`src/verilog/scratchpad_config.svh`:
```
// Word and depth settings shared by all files; depth must equal 2**SCRATCHPAD_ADDR_WIDTH
`ifndef SCRATCHPAD_CONFIG_SVH
`define SCRATCHPAD_CONFIG_SVH

// Word width in bits, no byte lanes
`define SCRATCHPAD_DATA_WIDTH 32

// Number of words in the scratchpad
`define SCRATCHPAD_DEPTH 256

// Word address width, log2 of the depth
`define SCRATCHPAD_ADDR_WIDTH 8

// Reads forward a same-cycle write from the other port
// 0 returns the old memory word instead
`define SCRATCHPAD_WRITE_THROUGH 1

`endif

```
`src/verilog/scratchpad_pkg.sv`:
```
// Types take their widths from the config header; owner_t only covers two masters
`default_nettype none

package scratchpad_pkg;

  `include "scratchpad_config.svh"

  // One memory word, the only payload on every bus
  typedef logic [`SCRATCHPAD_DATA_WIDTH-1:0] word_t;

  // Word address, no byte offset bits
  typedef logic [`SCRATCHPAD_ADDR_WIDTH-1:0] addr_t;

  // Arbiter grant holder
  // M0 is master b, M1 is master c at the top level
  typedef enum logic {
    OWNER_M0 = 1'b0,
    OWNER_M1 = 1'b1
  } owner_t;

endpackage : scratchpad_pkg

`default_nettype wire

```
`src/verilog/wb_round_robin_arbiter.sv`:
```
// Two Wishbone classic masters onto one slave; grant held until owner drops cyc; no grant switch per beat
`timescale 1ns/1ps
`default_nettype none

module wb_round_robin_arbiter (
  input  logic                  clock,
  input  logic                  rst,
  // Master 0
  input  logic                  m0_cyc,
  input  logic                  m0_stb,
  input  logic                  m0_we,
  input  scratchpad_pkg::addr_t m0_adr,
  input  scratchpad_pkg::word_t m0_dat_w,
  output scratchpad_pkg::word_t m0_dat_r,
  output logic                  m0_ack,
  // Master 1
  input  logic                  m1_cyc,
  input  logic                  m1_stb,
  input  logic                  m1_we,
  input  scratchpad_pkg::addr_t m1_adr,
  input  scratchpad_pkg::word_t m1_dat_w,
  output scratchpad_pkg::word_t m1_dat_r,
  output logic                  m1_ack,
  // Slave side
  output logic                  s_cyc,
  output logic                  s_stb,
  output logic                  s_we,
  output scratchpad_pkg::addr_t s_adr,
  output scratchpad_pkg::word_t s_dat_w,
  input  scratchpad_pkg::word_t s_dat_r,
  input  logic                  s_ack
);

  // Grant state
  logic                   busy;
  scratchpad_pkg::owner_t owner;
  scratchpad_pkg::owner_t last_served;

  // Winner if granting this edge
  scratchpad_pkg::owner_t next_owner;

  // Cycle line of the current owner
  logic owner_cyc;

  // Tie goes to the master not served last
  always_comb begin
    if (m0_cyc && m1_cyc) begin
      next_owner = (last_served == scratchpad_pkg::OWNER_M1) ?
                   scratchpad_pkg::OWNER_M0 : scratchpad_pkg::OWNER_M1;
    end else if (m1_cyc) begin
      next_owner = scratchpad_pkg::OWNER_M1;
    end else begin
      next_owner = scratchpad_pkg::OWNER_M0;
    end
  end

  assign owner_cyc = (owner == scratchpad_pkg::OWNER_M1) ? m1_cyc : m0_cyc;

  // Grant on any cyc while idle, release when owner drops cyc
  // Release and new grant take separate edges
  always_ff @(posedge clock) begin
    if (rst) begin
      busy        <= 1'b0;
      owner       <= scratchpad_pkg::OWNER_M0;
      last_served <= scratchpad_pkg::OWNER_M1;
    end else if (!busy) begin
      if (m0_cyc || m1_cyc) begin
        busy        <= 1'b1;
        owner       <= next_owner;
        last_served <= next_owner;
      end
    end else if (!owner_cyc) begin
      busy <= 1'b0;
    end
  end

  // Forward owner request, nothing reaches the slave while idle
  always_comb begin
    if (owner == scratchpad_pkg::OWNER_M1) begin
      s_cyc   = busy & m1_cyc;
      s_stb   = busy & m1_stb;
      s_we    = m1_we;
      s_adr   = m1_adr;
      s_dat_w = m1_dat_w;
    end else begin
      s_cyc   = busy & m0_cyc;
      s_stb   = busy & m0_stb;
      s_we    = m0_we;
      s_adr   = m0_adr;
      s_dat_w = m0_dat_w;
    end
  end

  // Response only to the owner, the loser sees zeros
  always_comb begin
    m0_ack   = 1'b0;
    m1_ack   = 1'b0;
    m0_dat_r = '0;
    m1_dat_r = '0;
    if (busy && owner == scratchpad_pkg::OWNER_M0) begin
      m0_ack   = s_ack;
      m0_dat_r = s_dat_r;
    end
    if (busy && owner == scratchpad_pkg::OWNER_M1) begin
      m1_ack   = s_ack;
      m1_dat_r = s_dat_r;
    end
  end

endmodule : wb_round_robin_arbiter

`default_nettype wire

```
`config.mk`:
```
export PLATFORM = sky130hd
export DESIGN_NAME = wb_round_robin_arbiter
export DESIGN_NICKNAME = d
export VERILOG_FILES = /design/src/verilog/scratchpad_pkg.sv /design/src/verilog/wb_round_robin_arbiter.sv
export VERILOG_INCLUDE_DIRS = /design/src /design/src/verilog
export SDC_FILE = /design/constraint.sdc
export NUM_CORES = 1
export LEC_CHECK = 0
export BUFFER_PORTS_ARGS = -buffer_cell sky130_fd_sc_hd__buf_2
export CORE_AREA = 2 2 89 91
export CTS_BUF_LIST = sky130_fd_sc_hd__clkbuf_16
export CTS_CLUSTER_DIAMETER = 200
export DETAILED_ROUTE_END_ITERATION = 10
export DIE_AREA = 0 0 91 93
export HOLD_SLACK_MARGIN = 0.08
export PLACE_DENSITY = 0.57
export SETUP_SLACK_MARGIN = 0.2
export SLEW_MARGIN = 20
export SYNTH_ARGS = -nofsm -noshare
export SYNTH_HDL_FRONTEND = slang
export SYNTH_SLANG_ARGS = --single-unit
```
`constraint.sdc`:
```
create_clock -name clock -period 1.43 [get_ports clock]
set_input_delay 0.0715 -clock clock [delete_from_list [all_inputs] [get_ports clock]]
set_output_delay 0.0715 -clock clock [all_outputs]
set_load 0.1 [all_outputs]
```
### After elaboration in Yosys (flattened, before gate mapping)

Index checks and enable logic that the tools add are counted.

* multiplexer cells: 16
* bitwise logic cells: 6
* reduce and logical (&&, ||, !) cells: 5

Operators by type and width (count)
* $mux 32: 3
* $mux 1: 12
* $mux 8: 1
* $and 1x1->1: 4
* $logic_and 1x1->1: 3
* $not 1->1: 2
* $reduce_and 2->1: 1
* $logic_or 1x1->1: 1

* bits in registers: 3
* input port bits: 121
* output and inout bits: 109
* logic and storage cells: 30

### Depth between registers and ports, before layout

Gate-level depths: netlist (run 1).

* depth in word-level cells: 3
* gate-level depth with buffers: 5
* depth with buffers taken out: 3

### Worst setup path before layout (run 1)

No wires, ideal clock.

* path kind: reg2out
* from: register owner
* to: output s_stb
* arrival time: 1.947 ns
* data required time: 1.359 ns
* path slack: -0.588 ns
* cell stages (with the launch flop): 5
* path buffers: 2
* cell sequence: dfxtp_1 > buf_6 > buf_4 > mux2i_1 > nor2_1

* word-level cells in the longest chain between the ends: 1

RTL lines
* start, declared: line wb_round_robin_arbiter.sv:36 `scratchpad_pkg::owner_t owner;`
* start signal, assigned: line wb_round_robin_arbiter.sv:64 `owner <= scratchpad_pkg::OWNER_M0;`
* start signal, assigned: line wb_round_robin_arbiter.sv:69 `owner <= next_owner;`
* $mux 1: line wb_round_robin_arbiter.sv:79 `if (owner == scratchpad_pkg::OWNER_M1) begin`
* end, declared: line wb_round_robin_arbiter.sv:26 `output logic s_stb,`

Every way passes these cells.

### Final worst setup path (run 1)

* from: register busy
* to: output m0_dat_r[27]

* word-level cells in the longest chain between the ends: 2

RTL lines
* start, declared: line wb_round_robin_arbiter.sv:35 `logic busy;`
* start signal, assigned: line wb_round_robin_arbiter.sv:63 `busy <= 1'b0;`
* start signal, assigned: line wb_round_robin_arbiter.sv:68 `busy <= 1'b1;`
* start signal, assigned: line wb_round_robin_arbiter.sv:73 `busy <= 1'b0;`
* $logic_and 1x1->1: line wb_round_robin_arbiter.sv:100 `if (busy && owner == scratchpad_pkg::OWNER_M0) begin`
* $mux 32: line wb_round_robin_arbiter.sv:100
* end, declared: line wb_round_robin_arbiter.sv:14 `output scratchpad_pkg::word_t m0_dat_r,`

Every way passes these cells.

==> results by group, run 1 <==
Synthesis
  • Syn. warnings: 0
  • Area leader, netlist: mux2_2
  • Synthesized area: 0.001150 mm^2
  • Mean Syn Cell Area: 8.213 um^2
  • Seq/Total Area, Yosys: 5.223%
  • Synthesized instance count: 140
  • Synth Register Bits: 3
  • Synth unique cells: 19
  • Top area cells in the synthesized netlist: mux2_2, and2_1, and3_1
  • Net Count, Synth: 261
  • Synth top area share: 40.15%

GRT
  • Total track usage: 17.97%
  • GRT overflow: 0
  • Initial antenna violation count: 0
  • Global-route wire length before repair: 12.21 mm
  • Pin count of the biggest net entering global routing: 34
  • Number of global-route vias before repair: 2330

Setup path
  • Critical Path Sink Type: primary output
  • Critical Path RT: 1.36 ns
  • Worst R2R End: busy
  • Kind of critical path: register to primary output
  • Reg-to-reg slack, setup: 0.30 ns
  • CP arrival: 1.41 ns
  • CP max FO: 15
  • Reg-to-Reg Start: owner
  • Worst reg2reg path depth: 3
  • Critical path launch point type: register

Worst hold path
  • Hold Startpoint: m0_cyc
  • Worst Hold Class: input pin to register
  • Hold Path Stages: 3
  • Min-Delay Endpoint: busy

Power
  • Max IR drop VDD: 0.6198 mV
  • Leak pwr: 0.002306 uW
  • Power per cell area: 732.9 mW/mm^2

Layout
  • Layout Cells excl Fill: 484
  • # nets final: 504
  • Ant diodes: 0
  • Area Overhead vs Synth: 326.1%
  • Share of cells above drive strength 1: 97.38%

Clocking
  • CTS root buf: clkbuf_16
  • Clock Pin Slew Worst Setup and Hold Paths: 0.03 ns
  • TritonCTS buffer count: 3
  • H-tree Lvls: 1
  • CTS Buffer Depth: 2
  • Sink Count: 3
  • CTS tree: done
  • Clock latency on the worst-skew pair: 0.23 ns

Place
  • DP HPWL: 6.121 mm
  • Worst slack, placed: 0.1138 ns
  • # port buffers: 229
  • Placed cell count: 461
  • Gp weighted congestion: 0.7320

STA
  • Layout Skew: 0.002547 ns
  • Max-slew violations: 0
  • Final period util: 103.5%
  • Unrepaired setup endpoints after global routing: true
  • Setup TNS: -2.297 ns
  • Max-Slew Margin vs Limit: 87.42%
  • Actual slew at the worst max-slew pin: 0.1847 ns
  • Period minus WS final: 1.480 ns
  • Final Hold Viols: 0
  • PnR worst setup slack: -0.05024 ns
  • Fmax: 0.6756 GHz
  • Final setup viols: 68

Status
  • Failing checks: negative setup slack
  • Status: finished, violations left

Route
  • DR WL/cell: 16.47 um
  • DRC viols: 0
  • Initial DRC Count: 15
  • Vias/cell: 4.283
  • Via count: 2073
  • Antenna Nets Post-Route: 0
  • 1st-pass router iterations: 4
  • Drt total wl: 7.972 mm

Floorplan
  • Cell Rows: 32
  • Die width: 91 um
  • Vertical die dimension: 93 um
  • Die ar.: 0.008463 mm^2
  • Io pins: 230
  • Area of the core: 0.007527 mm^2
  • Initial core utilization: 15.28%

Job
  • MaxCap Viol Count: 0
## worst max-delay path by stage
stage,startpoint,end,cells after the start
4_1_cts,owner,m0_dat_r[27],6
3_5_place_dp,owner,s_stb,4
6_report,busy,m0_dat_r[27],6
2_1_floorplan,owner,s_cyc,4
5_1_grt,owner,m0_dat_r[19],6
3_3_place_gp,owner,s_stb,4
## metal layers
layer / GRT usage (%) / part of all wire, % / vias to the layer above
met5: 0 / 0 / -
met4: 4.672 / 1.3 / 0
met3: 2.579 / 7.9 / 8
met2: 37.35 / 59 / 142
met1: 18.48 / 32 / 945
li1: - / - / 978
## where the power goes
group	internal [uW]	total, uW	switching (uW)
logic	1240	3040	1810
clock network	361	446	84.7
registers	91.7	104	12.5
## per-stage QoR
step	cell area [um^2]	hold WS, ns	total power, uW	util (%)
2_1_floorplan	1411	0.1361	1824	-
3_3_place_gp	4299	0.2766	2872	57.11
3_5_place_dp	4299	0.2749	2900	57.11
4_1_cts	4846	0.1843	3589	64.38
5_1_grt	4900	0.2266	3686	65.09
6_report	4900	0.1839	3591	65.09
## cells in the final DEF, fill, tap and decap left out, drive strengths merged
cell type and n:
a211o 1, and3 33, nand2 1, mux2i 2, clkbuf 5, mux2 41, nor2 5, nand2b 1
buf 251, inv 2, a211oi 1, a32oi 1, dfxtp 3, and2 33, nor3b 1, dlygate4sd3 1
## synthesized netlist by cell type
library cell and count:
mux2_2 41, and2_1 33, and3_1 33, clkbuf_2 6, nor2_1 4, buf_4 3
buf_6 3, clkbuf_1 3, dfxtp_1 3, mux2i_1 2, a211o_1 1, a211oi_2 1
a32oi_1 1, buf_12 1, inv_2 1, nand2_1 1, nand2b_1 1, nor2_4 1
nor3b_1 1
## repair_timing
action                     CTS  global route
pin swaps                    3             0
buffers inserted            11             0
gates cloned                 5             2
hold buffers                 1             0
setup endpoints to repair  109           109
hold endpoints to repair     3             0
resized for setup           60             1
## sequential cells by signal, summed over array words and instances (netlist names)
register     flops
owner            1
busy             1
last_served      1
## cell families (layout without fill, tap and decap cells)
group	after synthesis	count (layout)	share of synthesized area, %
AO/OA/AOI/OAI	3	3	2.612
multiplexers	43	43	41.89
buffers and inverters	17	259	10.55
flip-flops	3	3	5.223
AND/OR/NAND/NOR	74	74	39.72
## final cells by class
cell class              instances  area, um^2
fillers                       564        2628
inverters                       1       3.754
well taps                     102       127.6
clock inverters                 1       3.754
flip-flops and latches          3       65.06
repair buffers                254        3214
clock buffers                   3       75.07
multi-input cells             120        1410
## worst max-delay path, cell delays in order, from the launching register on
cell and delay, ns:
dfxtp_2 0.36, inv_2 0.10, nor2_4 0.12, buf_4 0.14, buf_16 0.14, and2_4 0.16
buf_12 0.16
No activity file was read; power rests on OpenSTA's default activity.
==> run 2: changes to the inputs <==
==> constraint.sdc (replaced) <==
create_clock -name clock -period 1.43 [get_ports clock]
set_input_delay 0.0715 -clock clock [delete_from_list [all_inputs] [get_ports clock]]
set_output_delay 0.0715 -clock clock [all_outputs]
set_load 0.005 [all_outputs]
==> run 2 against run 1 <==
Against the previous run:
- the flow now finishes without violations
- clock power down 2%
- global-route usage fell by 7.2 points
- sequential cell count stayed put
- sequential share of layout area is 1.0 points higher
- combinational power fell by 75%
- core utilization is 28 points lower
- worst setup slack better by 0.10 ns
- register-to-register slack better by 0.07 ns
- cell count down 2.1%
- critical path type unchanged
- highest routed layer unchanged
==> results by group, run 2 (synthesized netlist as in run 1, its figures left out) <==
STA
  • Final setup viols: 0
  • Period minus WS final: 1.377 ns
  • Final Hold Viols: 0
  • Layout Skew: 0.001312 ns
  • Max-slew violations: 0
  • Unrepaired setup endpoints after global routing: true
  • Final period util: 96.27%
  • Fin Hold WS: 0.1840 ns
  • Actual slew at the worst max-slew pin: 0.2072 ns
  • Fmax: 0.7264 GHz
  • Max-Slew Margin vs Limit: 85.91%
  • Setup TNS: 0 ns

Power
  • Max IR drop VDD: 0.4507 mV
  • Pwr Total: 1304 uW
  • Leak pwr: 0.001630 uW
  • Power per cell area: 472.7 mW/mm^2

Floorplan
  • Cell Rows: 32
  • Die ar.: 0.008463 mm^2
  • Vertical die dimension: 93 um
  • Die width: 91 um
  • Initial core utilization: 15.28%
  • Io pins: 230
  • Area of the core: 0.007527 mm^2

Clocking
  • Clock Pin Slew Worst Setup and Hold Paths: 0.03 ns
  • CTS Buffer Depth: 2
  • CTS root buf: clkbuf_16
  • Sink Count: 3
  • Clock latency on the worst-skew pair: 0.22 ns
  • H-tree Lvls: 1
  • CTS tree: done
  • TritonCTS buffer count: 3

Route
  • Drt total wl: 5.750 mm
  • DR WL/cell: 12.13 um
  • Initial DRC Count: 39
  • Antenna Nets Post-Route: 0
  • DRC viols: 0
  • Via count: 1913
  • 1st-pass router iterations: 4
  • Vias/cell: 4.036

Place
  • Gp weighted congestion: 0.6848
  • Placed cell count: 460
  • DP HPWL: 4.610 mm
  • # port buffers: 229

Layout
  • # nets final: 494
  • Ant diodes: 0
  • Layout Cells excl Fill: 474
  • Share of cells above drive strength 1: 82.26%
  • Biggest regs: busy (1), last_served (1), owner (1)
  • Area Overhead vs Synth: 139.9%
  • Highest-count cells in the layout ignoring fill and taps: buf_2, mux2_2, and2_1
  • Most common cell after layout, fill and taps aside: buf_2

GRT
  • Number of global-route vias before repair: 1609
  • Pin count of the biggest net entering global routing: 34
  • Initial antenna violation count: 0
  • Total track usage: 10.74%
  • GRT overflow: 0
  • Global-route wire length before repair: 7.679 mm

Job
  • MaxCap Viol Count: 0

Setup path
  • Critical path launch point type: register
  • Crit-path max cell delay: 0.39 ns
  • CP cell instances: buf_12, mux2_2, buf_2
  • Critical Path Sink Type: primary output
  • CP max FO: 22
  • Kind of critical path: register to primary output
  • Critical Path RT: 1.36 ns
  • CP arrival: 1.31 ns
  • Slowest CP cell: dfxtp_4

Status
  • Status: finished, final reports clean

Worst hold path
  • Worst Hold Class: input pin to register
run 2: cell count changes in the layout (fill, tap and decap cells not counted), moves of 4 or more:
cell    before  now
and2_1       0   33
and2_4      33    0
and3_1       0   20
and3_4      33   13
buf_12     116    4
buf_16       5    1
buf_2      120  217
buf_6        3   14
mux2_2       0   41
mux2_4      41    0
run 2: through the flow:
stage / cell area, um^2 / worst slack, ns / utilization (%)
after floorplan: 1150 / 0.4165 / -
after global placement: 2370 / 0.2806 / 31.48
after detailed placement: 2370 / 0.2658 / 31.48
after CTS: 2505 / 0.05344 / 33.28
after global routing: 2759 / 0.01480 / 36.65
final: 2759 / 0.05333 / 36.65
run 2: area by class of cell:
cell class	count	area, um^2
well taps	102	127.6
flip-flops and latches	3	65.06
repair buffers	244	1446
clock inverters	1	3.754
fillers	815	4768
multi-input cells	120	1037
inverters	1	3.754
clock buffers	3	75.07
run 2: power by group:
group / total, uW / internal [uW] / switching (uW) / leakage, uW
logic: 763 / 467 / 296 / 0.00156
clock network: 438 / 361 / 77.8 / 0.0000423
registers: 103 / 91.7 / 11.2 / 0.0000258
total: 1300 / 919 / 385 / 0.00163
run 2: path summary, 6_finish.rpt:
path / start / endpoint / slack (ns) / cells after the start
hold / removal: m0_cyc / busy / 0.18 / 3
setup / recovery: owner / s_adr[5] / 0.05 / 3
setup reg to reg: owner / busy / 0.37 / 3
hold reg to reg: busy / busy / 0.48 / 1
run 2: worst max-delay path, delay by kind of cell, from the launching register on:
family | cells | cell delay [ns]
mux | 1 | 0.36
buf+inv | 2 | 0.31
flops | 1 | 0.39
run 2: timing repair:
item,in CTS,in global routing
setup buffers,0,6
gates cloned,1,2
resized for setup,7,30
hold buffers,1,0
hold endpoints to repair,3,0
setup endpoints to repair,108,101
pin swaps,0,1
run 2: per-layer routing:
layer / GRT usage (%) / up-vias / routed length (um)
met5: 0 / - / 0
met1: 13.09 / 858 / 2199
met4: 1.136 / 0 / 19
li1: - / 958 / -
met2: 20.25 / 94 / 3119
met3: 1.934 / 3 / 411
